## src/aes_pkg.sv

```systemverilog
// ------------------------------
// aes_pkg
// shared types, control encoding and the
// expanded round keys of the fixed key
// ------------------------------
package aes_pkg;

    // AES-256 round count
    localparam int NUM_ROUNDS = 14;
    localparam int STATE_BYTES = 16;
    // position of the start bit in the control word
    localparam int CTRL_START_BIT = 0;

    typedef logic [7:0] byte_t;
    typedef logic [31:0] word_t;

    // byte 0 in the top bits and bytes run column-major
    typedef byte_t [0:STATE_BYTES-1] state_t;

    // 0 to 14
    typedef logic [3:0] round_t;
    // s-box byte counter
    typedef logic [4:0] byte_idx_t;

    typedef enum logic [3:0] {
        idle      = 4'h0,
        add_key   = 4'h1,
        load_ser  = 4'h2,
        sub_bytes = 4'h3,
        sub_wait  = 4'h4,
        shift     = 4'h5,
        mix       = 4'h6,
        store     = 4'h7,
        end_round = 4'hc,
        done      = 4'hf
    } ctrl_st_e;

    // register write port
    typedef struct packed {
        logic  valid;
        logic  addr;
        word_t data;
    } write_t;

    // datapath enables from the control FSM
    typedef struct packed {
        logic   ark_en;
        logic   sel_plain;
        logic   ser_load;
        logic   ser_shift;
        logic   col_wr;
        logic   mix_en;
        logic   store_en;
        // 1 picks the mixed state
        logic   store_sel;
        round_t round;
    } dp_ctrl_t;

    // expanded key 000102..1f with one entry per round
    localparam state_t ROUND_KEYS [0:NUM_ROUNDS] = '{
        128'h000102030405060708090a0b0c0d0e0f,
        128'h101112131415161718191a1b1c1d1e1f,
        128'ha573c29fa176c498a97fce93a572c09c,
        128'h1651a8cd0244beda1a5da4c10640bade,
        128'hae87dff00ff11b68a68ed5fb03fc1567,
        128'h6de1f1486fa54f9275f8eb5373b8518d,
        128'hc656827fc9a799176f294cec6cd5598b,
        128'h3de23a75524775e727bf9eb45407cf39,
        128'h0bdc905fc27b0948ad5245a4c1871c2f,
        128'h45f5a66017b2d387300d4d33640a820a,
        128'h7ccff71cbeb4fe5413e6bbf0d261a7df,
        128'hf01afafee7a82979d7a5644ab3afe640,
        128'h2541fe719bf500258813bbd55a721c0a,
        128'h4e5a6699a9f24fe07e572baacdf8cdea,
        128'h24fc79ccbf0979e9371ac23c6d68de36
    };

endpackage

```

## src/aes256_enc.sv

```systemverilog
// ------------------------------
// aes256_enc
// iterative AES-256 encryption core,
// fixed key, register write port
// ------------------------------
`timescale 1ns/1ps

module aes256_enc (
    input  logic            clk,
    input  logic            resetn,
    input  aes_pkg::write_t wr,
    output logic            busy,
    output logic            out_valid,
    output aes_pkg::state_t out_block
);
    import aes_pkg::*;

    dp_ctrl_t dp;
    state_t   plain;
    state_t   shifted;
    state_t   mixed;

    aes_ctrl i_ctrl (
        .clk       (clk),
        .resetn    (resetn),
        .wr        (wr),
        .dp        (dp),
        .busy      (busy),
        .out_valid (out_valid)
    );

    aes_in_buffer i_in_buffer (
        .clk    (clk),
        .resetn (resetn),
        .wr     (wr),
        .busy   (busy),
        .block  (plain)
    );

    // serializer reads the key addition result
    aes_sub_shift i_sub_shift (
        .clk      (clk),
        .resetn   (resetn),
        .dp       (dp),
        .state_in (out_block),
        .shifted  (shifted)
    );

    aes_mix_columns i_mix_columns (
        .clk      (clk),
        .resetn   (resetn),
        .dp       (dp),
        .state_in (shifted),
        .mixed    (mixed)
    );

    aes_add_round_key i_add_round_key (
        .clk       (clk),
        .resetn    (resetn),
        .dp        (dp),
        .plain     (plain),
        .shifted   (shifted),
        .mixed     (mixed),
        .state_out (out_block)
    );

endmodule

```

## src/aes_add_round_key.sv

```systemverilog
// ------------------------------
// aes_add_round_key
// round state register and round
// key addition from the key table
// ------------------------------
`timescale 1ns/1ps

module aes_add_round_key (
    input  logic              clk,
    input  logic              resetn,
    input  aes_pkg::dp_ctrl_t dp,
    input  aes_pkg::state_t   plain,
    input  aes_pkg::state_t   shifted,
    input  aes_pkg::state_t   mixed,
    output aes_pkg::state_t   state_out
);
    import aes_pkg::*;

    state_t state_q;
    state_t ark_in;

    // plaintext only in round 0
    assign ark_in = dp.sel_plain ? plain : state_q;

    always_ff @(posedge clk or negedge resetn)
    begin
        if (!resetn)
        begin
            state_q <= '0;
            state_out <= '0;
        end
        else
        begin
            // last round stores the unmixed state
            if (dp.store_en)
                state_q <= dp.store_sel ? mixed : shifted;
            // held until the next key addition
            if (dp.ark_en)
                state_out <= ark_in ^ ROUND_KEYS[dp.round];
        end
    end

endmodule

```

## src/aes_ctrl.sv

```systemverilog
// ------------------------------
// aes_ctrl
// round sequencing FSM, s-box byte
// counter and datapath enables
// ------------------------------
`timescale 1ns/1ps

module aes_ctrl (
    input  logic              clk,
    input  logic              resetn,
    input  aes_pkg::write_t   wr,
    output aes_pkg::dp_ctrl_t dp,
    output logic              busy,
    output logic              out_valid
);
    import aes_pkg::*;

    ctrl_st_e  st;
    ctrl_st_e  st_next;
    round_t    round;
    byte_idx_t byte_cnt;
    logic      start;
    logic      last_round;

    assign busy = (st != idle);
    assign out_valid = (st == done);
    // 14th round skips mixcolumns
    assign last_round = (round == round_t'(NUM_ROUNDS - 1));

    // start flag written at addr 0 while idle
    always_ff @(posedge clk or negedge resetn)
    begin
        if (!resetn)
            start <= 1'b0;
        else if (st == done)
            start <= 1'b0;
        else if (wr.valid && !wr.addr && !busy)
            start <= wr.data[CTRL_START_BIT];
    end

    always_ff @(posedge clk or negedge resetn)
    begin
        if (!resetn)
            st <= idle;
        else
            st <= st_next;
    end

    // round counter
    always_ff @(posedge clk or negedge resetn)
    begin
        if (!resetn)
            round <= '0;
        else if (st == idle)
            round <= '0;
        else if (st == end_round)
            round <= round + round_t'(1);
    end

    // runs through sub_bytes and the wait cycle
    always_ff @(posedge clk or negedge resetn)
    begin
        if (!resetn)
            byte_cnt <= '0;
        else if ((st == sub_bytes) || (st == sub_wait))
            byte_cnt <= byte_cnt + byte_idx_t'(1);
        else
            byte_cnt <= '0;
    end

    always_comb
    begin
        st_next = st;
        case (st)
            idle:
                if (start)
                    st_next = add_key;
            add_key:
                // final key addition ends the run
                if (round == round_t'(NUM_ROUNDS))
                    st_next = done;
                else
                    st_next = load_ser;
            load_ser:
                st_next = sub_bytes;
            sub_bytes:
                if (byte_cnt == byte_idx_t'(STATE_BYTES - 1))
                    st_next = sub_wait;
            sub_wait:
                st_next = shift;
            shift:
                // collector holds shifted rows by now
                if (last_round)
                    st_next = store;
                else
                    st_next = mix;
            mix:
                st_next = store;
            store:
                st_next = end_round;
            end_round:
                st_next = add_key;
            done:
                st_next = idle;
            default:
                st_next = idle;
        endcase
    end

    // enables decoded from the state register
    always_comb
    begin
        dp.round = round;
        dp.ark_en = (st == add_key);
        dp.sel_plain = (round == '0);
        dp.ser_load = (st == load_ser);
        dp.ser_shift = (st == sub_bytes);
        // s-box output lags its address by one cycle
        dp.col_wr = (st == sub_wait) || ((st == sub_bytes) && (byte_cnt != '0));
        dp.mix_en = (st == mix);
        dp.store_en = (st == store);
        dp.store_sel = !last_round;
    end

endmodule

```

## src/aes_in_buffer.sv

```systemverilog
// ------------------------------
// aes_in_buffer
// assembles plaintext from four
// written words
// ------------------------------
`timescale 1ns/1ps

module aes_in_buffer (
    input  logic             clk,
    input  logic             resetn,
    input  aes_pkg::write_t  wr,
    input  logic             busy,
    output aes_pkg::state_t  block
);
    import aes_pkg::*;

    // oldest word ends in column 0
    // writes while busy are dropped
    always_ff @(posedge clk or negedge resetn)
    begin
        if (!resetn)
            block <= '0;
        else if (wr.valid && wr.addr && !busy)
            block <= {block[4:STATE_BYTES-1], wr.data};
    end

endmodule

```

## src/aes_mix_columns.sv

```systemverilog
// ------------------------------
// aes_mix_columns
// mixcolumns on all four columns,
// registered
// ------------------------------
`timescale 1ns/1ps

module aes_mix_columns (
    input  logic              clk,
    input  logic              resetn,
    input  aes_pkg::dp_ctrl_t dp,
    input  aes_pkg::state_t   state_in,
    output aes_pkg::state_t   mixed
);
    import aes_pkg::*;

    state_t mix_next;

    // multiply by 2 in GF(2^8)
    function automatic byte_t xtime(input byte_t b);
        return {b[6:0], 1'b0} ^ (b[7] ? 8'h1b : 8'h00);
    endfunction

    // matrix rows rotate 2 3 1 1
    function automatic word_t mix_col(input word_t col);
        byte_t a0;
        byte_t a1;
        byte_t a2;
        byte_t a3;
        word_t res;
        a0 = col[31:24];
        a1 = col[23:16];
        a2 = col[15:8];
        a3 = col[7:0];
        res[31:24] = xtime(a0) ^ xtime(a1) ^ a1 ^ a2 ^ a3;
        res[23:16] = a0 ^ xtime(a1) ^ xtime(a2) ^ a2 ^ a3;
        res[15:8] = a0 ^ a1 ^ xtime(a2) ^ xtime(a3) ^ a3;
        res[7:0] = xtime(a0) ^ a0 ^ a1 ^ a2 ^ xtime(a3);
        return res;
    endfunction

    always_comb
    begin
        for (int c = 0; c < 4; c++)
            mix_next[4*c +: 4] = mix_col(state_in[4*c +: 4]);
    end

    always_ff @(posedge clk or negedge resetn)
    begin
        if (!resetn)
            mixed <= '0;
        else if (dp.mix_en)
            mixed <= mix_next;
    end

endmodule

```

## src/aes_sbox_rom.sv

```systemverilog
// ------------------------------
// aes_sbox_rom
// forward s-box, registered output
// ------------------------------
`timescale 1ns/1ps

module aes_sbox_rom (
    input  logic           clk,
    input  logic           resetn,
    input  aes_pkg::byte_t addr,
    output aes_pkg::byte_t data
);

    // one table row per high nibble
    logic [0:15][7:0] row;

    always_comb
    begin
        case (addr[7:4])
            4'h0: row = 128'h637c777bf26b6fc53001672bfed7ab76;
            4'h1: row = 128'hca82c97dfa5947f0add4a2af9ca472c0;
            4'h2: row = 128'hb7fd9326363ff7cc34a5e5f171d83115;
            4'h3: row = 128'h04c723c31896059a071280e2eb27b275;
            4'h4: row = 128'h09832c1a1b6e5aa0523bd6b329e32f84;
            4'h5: row = 128'h53d100ed20fcb15b6acbbe394a4c58cf;
            4'h6: row = 128'hd0efaafb434d338545f9027f503c9fa8;
            4'h7: row = 128'h51a3408f929d38f5bcb6da2110fff3d2;
            4'h8: row = 128'hcd0c13ec5f974417c4a77e3d645d1973;
            4'h9: row = 128'h60814fdc222a908846eeb814de5e0bdb;
            4'ha: row = 128'he0323a0a4906245cc2d3ac629195e479;
            4'hb: row = 128'he7c8376d8dd54ea96c56f4ea657aae08;
            4'hc: row = 128'hba78252e1ca6b4c6e8dd741f4bbd8b8a;
            4'hd: row = 128'h703eb5664803f60e613557b986c11d9e;
            4'he: row = 128'he1f8981169d98e949b1e87e9ce5528df;
            default: row = 128'h8ca1890dbfe6426841992d0fb054bb16;
        endcase
    end

    // low nibble picks the column
    always_ff @(posedge clk or negedge resetn)
    begin
        if (!resetn)
            data <= '0;
        else
            data <= row[addr[3:0]];
    end

endmodule

```

## src/aes_sub_shift.sv

```systemverilog
// ------------------------------
// aes_sub_shift
// byte serial subbytes through the s-box,
// bytes collected in shiftrows order
// ------------------------------
`timescale 1ns/1ps

module aes_sub_shift (
    input  logic              clk,
    input  logic              resetn,
    input  aes_pkg::dp_ctrl_t dp,
    input  aes_pkg::state_t   state_in,
    output aes_pkg::state_t   shifted
);
    import aes_pkg::*;

    state_t     ser;
    byte_idx_t  src_idx;
    byte_idx_t  src_idx_d;
    byte_t      sbox_out;
    logic [1:0] src_row;
    logic [1:0] src_col;
    logic [1:0] dst_col;

    // byte 0 of the serializer feeds the s-box
    always_ff @(posedge clk)
    begin
        if (dp.ser_load)
            ser <= state_in;
        else if (dp.ser_shift)
            ser <= {ser[1:STATE_BYTES-1], 8'h00};
    end

    // source index and a copy one cycle late
    always_ff @(posedge clk or negedge resetn)
    begin
        if (!resetn)
        begin
            src_idx <= '0;
            src_idx_d <= '0;
        end
        else
        begin
            if (dp.ser_load)
                src_idx <= '0;
            else if (dp.ser_shift)
                src_idx <= src_idx + byte_idx_t'(1);
            src_idx_d <= src_idx;
        end
    end

    aes_sbox_rom i_sbox (
        .clk    (clk),
        .resetn (resetn),
        .addr   (ser[0]),
        .data   (sbox_out)
    );

    // row r moves r columns to the left
    assign src_row = src_idx_d[1:0];
    assign src_col = src_idx_d[3:2];
    assign dst_col = src_col - src_row;

    // collector
    always_ff @(posedge clk)
    begin
        if (dp.col_wr)
            shifted[{dst_col, src_row}] <= sbox_out;
    end

endmodule

```

## config.mk

```make
export PLATFORM = sky130hd
export DESIGN_NAME = aes256_enc
export DESIGN_NICKNAME = d
export VERILOG_FILES = /design/src/aes_pkg.sv /design/src/aes256_enc.sv /design/src/aes_add_round_key.sv /design/src/aes_ctrl.sv /design/src/aes_in_buffer.sv /design/src/aes_mix_columns.sv /design/src/aes_sbox_rom.sv /design/src/aes_sub_shift.sv
export SDC_FILE = /design/constraint.sdc
export NUM_CORES = 2
export LEC_CHECK = 0
export BUFFER_PORTS_ARGS = -buffer_cell sky130_fd_sc_hd__buf_4
export CORE_UTILIZATION = 35
export DETAILED_ROUTE_END_ITERATION = 8
export HOLD_SLACK_MARGIN = 0.06
export SLEW_MARGIN = 10
export SYNTH_ARGS = -nofsm -noshare
export SYNTH_HDL_FRONTEND = slang
export SYNTH_SLANG_ARGS = --single-unit
```

## constraint.sdc

```tcl
create_clock -name clk -period 4.67 [get_ports clk]
set_clock_uncertainty 0.1 [all_clocks]
set_input_delay 0.2335 -clock clk [delete_from_list [all_inputs] [get_ports clk]]
set_output_delay 0.2335 -clock clk [all_outputs]
set_load 0.02 [all_outputs]
```

## Word level (Yosys, flattened, before mapping)

Memories as Yosys holds them, arrays and structs flattened. A register that Yosys moved wholly into a read port is not among the register bits.
Index checks and enable logic that the tools add are counted.

| word-level totals | value |
|---|---|
| bits in registers | 799 |
| ROM bits | 4096 |
| input bits | 36 |
| word-level logic and storage cells | 270 |
| memories | 2 |

| operators by class | value |
|---|---|
| add/sub/neg operators | 4 |
| $lt $le $gt $ge | 4 |
| equality and inequality tests | 14 |
| multiplexer cells | 41 |
| bitwise operators | 84 |
| reductions and logical operators | 18 |

Memory list:

| memory | depth | width | read ports | clocked after Yosys merged registers in | write ports | RTL line | text |
|---|---|---|---|---|---|---|---|
| (no name shown) | 16 | 128 | 1 | 0 | 0 | aes_add_round_key.sv:39 | `state_out <= ark_in ^ ROUND_KEYS[dp.round];` |
| (no name shown) | 16 | 128 | 1 | 1 | 0 | aes_sbox_rom.sv:19 | `case (addr[7:4])` |

Operators by type and width:

| kind | number |
|---|---|
| 2-to-1 mux 128 bit | 6 |
| bitwise XOR 8 bit | 80 |
| bitwise mux 128 bit | 1 |
| bitwise XOR 128 bit | 1 |
| 2-to-1 mux 5 bit | 19 |
| one-hot mux 4 bit (9 select lines) | 1 |
| binary-select mux 8 bit (select 4 bit) | 1 |
| demux 8 bit (select 4 bit) | 1 |
| 2-to-1 mux 4 bit | 6 |
| 2-to-1 mux 8 bit | 3 |
| == test 4 x 3 -> 1 bit, second input constant | 4 |
| == test 4 bit, second input constant | 4 |
| >= comparator 5 bit, second input constant | 3 |
| NOT 4 -> 5 bit | 3 |
| adder 5 x 1 -> 5 bit, second input constant | 2 |
| == test 4 x 2 -> 1 bit, second input constant | 2 |
| logical NOT 4 bit | 2 |
| logical AND 1 bit | 6 |
| nonzero test 2 bit | 3 |
| == test 5 x 4 -> 1 bit, second input constant | 1 |
| less-than comparator 5 x 1 -> 1 bit, second input constant | 1 |
| nonzero test 5 bit | 1 |
| adder 4 x 1 -> 4 bit, second input constant | 1 |
| == test 4 x 1 -> 1 bit, second input constant | 1 |
| other kinds (7) | 12 |

## Depth between registers and ports, before layout

| logic depth | value |
|---|---|
| word-level depth | 7 |
| mapped depth | 13 |
| depth with buffers taken out | 10 |

## Modules after synthesis

Synthesis repeated with hierarchy kept, for this count alone.

| second synthesis, totals | value |
|---|---|
| cells, all modules | 3641 |
| area total of the unflattened synthesis | 43306.5 sq um |

Modules (own cells, without submodules):

| module | instances | cells an instance | area an instance (sq um) | seq. area each (sq um) |
|---|---|---|---|---|
| aes_add_round_key | 1 | 1560 | 15590.0 | 6406.1 |
| aes_sub_shift | 1 | 446 | 9826.9 | 7887.6 |
| aes_mix_columns | 1 | 718 | 8690.8 | 3203.1 |
| aes_in_buffer | 1 | 271 | 4842.1 | 3203.1 |
| aes_sbox_rom | 1 | 542 | 3440.8 | 200.2 |
| aes_ctrl | 1 | 104 | 915.9 | 350.3 |

## Worst setup path after synthesis

OpenSTA, ideal clock, no wires.

| timing path | value |
|---|---|
| path kind | flip-flop to flip-flop |
| start | register i_ctrl.st[3] |
| end | register i_sub_shift.i_sbox.row[101] (netlist name) |
| setup time | 131 ps |
| data arrival time | 3066 ps |
| data required time | 4439 ps |
| setup slack | 1373 ps |
| stages on the path, launching flop included | 13 |
| path buffers | 4 |
| cells stage by stage | dfrtp_1 > buf_6 > nor2_8 > nand2_4 > inv_6 > mux2i_1 > buf_2 > buf_2 > ha_1 > nor2b_1 > clkbuf_1 > nor3_1 > a31oi_1 |

| on the way | value |
|---|---|
| word-level cells in the longest chain between the ends | 3 |

Ends and longest elaborated chain:

| element | RTL line | text |
|---|---|---|
| from (decl) | aes_ctrl.sv:18 | `ctrl_st_e st;` |
| from (signal assigned) | aes_ctrl.sv:44 | `st <= idle;` |
| from (signal assigned) | aes_ctrl.sv:46 | `st <= st_next;` |
| == test 4 x 2 -> 1 bit (on tied branches) | aes_ctrl.sv:116, aes_ctrl.sv:117 |  |
| 2-to-1 mux 128 bit / nonzero test 2 bit (equally long branches) | -- |  |
| 2-to-1 mux 4 bit (no source line) (*) | -- |  |

Mark *: on every way between the ends. The rest lies on a longest branch, timed or not.
A chain may end at the register's enable or synchronous reset.

## Worst setup path in the final report

| timing path | value |
|---|---|
| start | register i_ctrl.round[0] |
| end | register i_add_round_key.state_out[39] in the netlist's numbering |

| on the way | value |
|---|---|
| word-level cells in the longest chain between the ends | 5 |

Ends and longest elaborated chain:

| element | RTL line | text |
|---|---|---|
| from (decl) | aes_ctrl.sv:20 | `round_t round;` |
| from (signal assigned) | aes_ctrl.sv:57 | `round <= round + round_t'(1);` |
| NOT 4 -> 5 bit (not written as such) | aes_add_round_key.sv:39 |  |
| memory (16 x 128 bit) | -- |  |
| 2-to-1 mux 128 bit (not written as such) (2 in series) | aes_add_round_key.sv:39 |  |
| bitwise XOR 128 bit (*) | aes_add_round_key.sv:39 |  |
| to (signal assigned) | aes_add_round_key.sv:39 |  |
| to (decl) | aes_add_round_key.sv:15 | `output aes_pkg::state_t state_out` |

Mark *: on every way between the ends. The rest lies on a longest branch, timed or not. The select of a mux whose other input is x is not followed.

==> metrics.csv <==
stage;metric;value;unit
setup_path;reg2reg end;i_add_round_key.state_out[39];
drt;vias per cell;5.19;
clocking;CTS Root Cell;clkbuf_16;
placed_design;gpl congestion;0.979;
floorplanning;Die Ht;358;µm
drt;initial DRC count;3042;
sta;Pins Over Slew Limit;0;
outcome;run status;finished, final reports clean;
setup_path;Setup crit end kind;register;
clocking;Clock Latency Late Sink;0.69;ns
sta;final hold violations;0;
setup_path;worst r2r src;i_ctrl.round[0];
sta;Final min period;3.68;ns
synthesis;share of flip-flops with an asynchronous set or reset;58.5;%
layout;Layout Utilization;40.4;%
floorplanning;Die W;358;µm
synthesis;Area contributors post-synth;dfrtp_1, edfxtp_1, xnor2_1;
synthesis;sequential fraction of the synthesis area;53.6;%
synthesis;EDFF count, synth;256;
global_route;initial antenna violation count;4;
synthesis;Mapped Cells;3889;
synthesis;top-count cell post-synth;dfrtp_1;
min_path;worst hold path class;input pin to async pin;
setup_path;R2R depth;10;
power;PwrDens;631;nW/µm²
setup_path;crit start category;register;
synthesis;area leader, netlist;dfrtp_1;
setup_path;CP startpoint;i_ctrl.round[0];
clocking;CTS max path bufs;3;
floorplanning;Core Rows;130;
placed_design;pre-CTS setup slack;1.11;ns
clocking;H-tree depth;3;
synthesis;synthesized area per cell;11.4;µm²
global_route;GR Util All Layers;21.8;%
sta;worst rel slew slack;25.6;%
clocking;Sink Count;926;
power;total internal power;0.0203;W
clocking;Worst-path clk slew;0.06;ns
clocking;TritonCTS buffer count;97;
power;Reg power frac;43.2;%
synthesis;syn nets;3962;
drt;Routed WL;140000;µm
power;sw frac;36.7;%
flow_run;Max-Cap Viols;0;
floorplanning;boundary pin count;166;
clocking;CTS tree;built;
drt;Avg WL per Cell;24.6;µm
global_route;first-pass GRT wire length;205000;µm
synthesis;number of synthesized register bits;926;
sta;Slew @ Worst Pin;1.11;ns
setup_path;Required @ worst endpoint;5.08;ns
floorplanning;initial core utilization;35.3;%
synthesis;top_reg_cell synth;dfrtp_1;
drt;post-route ant nets;0;
global_route;largest net degree at the start of global routing;258;
setup_path;Crit Path Max Fanout;26;
sta;fmax;0.272;GHz
layout;fill count;12100;
synthesis;unique cell type count in the Yosys netlist;71;
sta;setup tns final;0;ns
synthesis;Warnings, synthesis;0;
drt;DR vias;29600;
clocking;# hold bufs at CTS;35;
placed_design;placed instance area;47200;µm²
setup_path;Worst Path Class, Setup;register to register;
layout;Layout area overhead;14.5;%
layout;Final Cell Area;50800;µm²
placed_design;DP Cell Count;5495;
sta;setup ws final;0.991;ns
placed_design;IO buf count;165;
drt;drt drc;0;
synthesis;synth cell count leaders;dfrtp_1, nand2_1, o21ai_0, xnor2_1, mux2i_1;
clocking;postcts setup bufs;0;
setup_path;r2r setup slk;0.99;ns
clocking;post-cts resize count;0;
floorplanning;die area;128000;µm²
layout;Post-Layout Cell Count;5711;
sta;setup violators final;0;
power;Switch Pwr;0.0118;W
placed_design;post-DP HPWL;103000;µm
layout;share of cells above drive strength 1;17.5;%
synthesis;Post-Syn Area;44400;µm²
sta;unrepaired setup endpoints after global routing;no;
power;Logic pwr share;32.1;%
setup_path;Critical Path AT;4.09;ns
global_route;global-route congestion overflow total;0;
power;Leak Pwr;22.4;nW
sta;fin crit share;78.8;%
power;clock power share;24.7;%
synthesis;post-synth top area share;30.6;%
global_route;vias in the first global route;28800;
layout;NumNets Final;4052;
drt;drt pass-1 iters;5;
floorplanning;core area;126000;µm²
power;Worst VDD drop;483;µV
## power groups by stage
stage | clock [W] | sequential [W] | combinational (W)
6_report | 0.00793 | 0.0139 | 0.0103
5_1_grt | 0.00839 | 0.0141 | 0.0112
4_1_cts | 0.00808 | 0.0139 | 0.0103
3_5_place_dp | 0 | 0.0140 | 0.0102
3_3_place_gp | 0 | 0.0140 | 0.0101
2_1_floorplan | 0 | 0.0128 | 0.00694
## routing by layer
metal,share of wire (%),routed length (µm),GRT usage [%]
met5,0,0,0
met1,46,65000,31.5
met4,3.7,5120,8.25
met3,4.9,6860,2.22
met2,45,63300,33.6
## how the worst max path moves through the flow
| stage | slack [ns] | to | cells past startpoint |
|---|---|---|---|
| global route | 0.89 | i_add_round_key.state_out[37] | 10 |
| floorplan | 1.37 | i_sub_shift.i_sbox.row[101] | 12 |
| CTS | 1.08 | i_add_round_key.state_out[37] | 10 |
| global placement | 1.16 | i_add_round_key.state_out[37] | 10 |
| detailed placement | 1.11 | i_add_round_key.state_out[37] | 10 |
| finish | 0.99 | i_add_round_key.state_out[39] | 10 |
## logic make-up (layout without fill, tap and decap cells)
group / after synthesis / in the layout / synth area share (%)
AOI/OAI and AO/OA: 728 / 728 / 8.96
xor gates and xnor gates: 566 / 566 / 11.2
adders and majority gates: 37 / 37 / 1.04
buffers and inverters: 300 / 470 / 3.07
DFF: 926 / 926 / 53.6
muxes: 558 / 558 / 14.5
other: 0 / 2 / 0
and+or+nand+nor: 774 / 774 / 7.58
## area by class of cell
| class | instances | area (µm²) | share of cell area [%] |
|---|---|---|---|
| Sequential cell | 926 | 23800 | 46.9 |
| Multi-Input combinational cell | 2663 | 19200 | 37.9 |
| Clock buffer | 137 | 2790 | 5.50 |
| Timing Repair Buffer | 270 | 2350 | 4.62 |
| Tap cell | 1650 | 2060 | 4.06 |
| Clock inverter | 42 | 453 | 0.891 |
| Inverter | 21 | 83.8 | 0.165 |
| Antenna cell | 2 | 5.00 | 0.00985 |
## worst max-delay path, cell delays in order, from the launching register on
cell and delay, ns:
dfrtp_1 0.46, inv_1 0.25, ha_1 0.19, buf_4 0.17, nand2b_1 0.13, nor2_4 0.64, buf_12 0.29, buf_12 0.26
mux2i_1 0.53, xor2_1 0.31, o21ai_0 0.13
## sequential cells by signal, summed over array words and instances, names as in the netlist
register                   flops
i_add_round_key.state_out    128
i_add_round_key.state_q      128
i_in_buffer.block            128
i_mix_columns.mixed          128
i_sub_shift.i_sbox.row       128
i_sub_shift.ser              128
i_sub_shift.shifted          128
i_sub_shift.i_sbox.data        8
i_ctrl.byte_cnt                5
i_ctrl.round                   4
i_ctrl.st                      4
i_sub_shift.src_idx            4
i_sub_shift.src_idx_d          4
i_ctrl.start                   1
## layout by cell type, fill, tap and decap left out, drive strengths merged, types with 47 or more instances in the layout
cell / instances
nand2: 491
xnor2: 395
o21ai: 472
buf: 235
nor2: 107
nand2b: 48
clkbuf: 137
a21oi: 114
mux2i: 265
dfxtp: 128
edfxtp: 256
dfrtp: 542
mux2: 253
xor2: 171
a31oi: 47
## per-stage QoR
step / total power, W / hold slack [ns]
after floorplan: 0.0198 / -0.162
after global placement: 0.0241 / 0.313
after detailed placement: 0.0242 / 0.311
after CTS: 0.0322 / 0.171
after global routing: 0.0336 / 0.228
final: 0.0321 / 0.163
(Power assumes the default switching activity.)
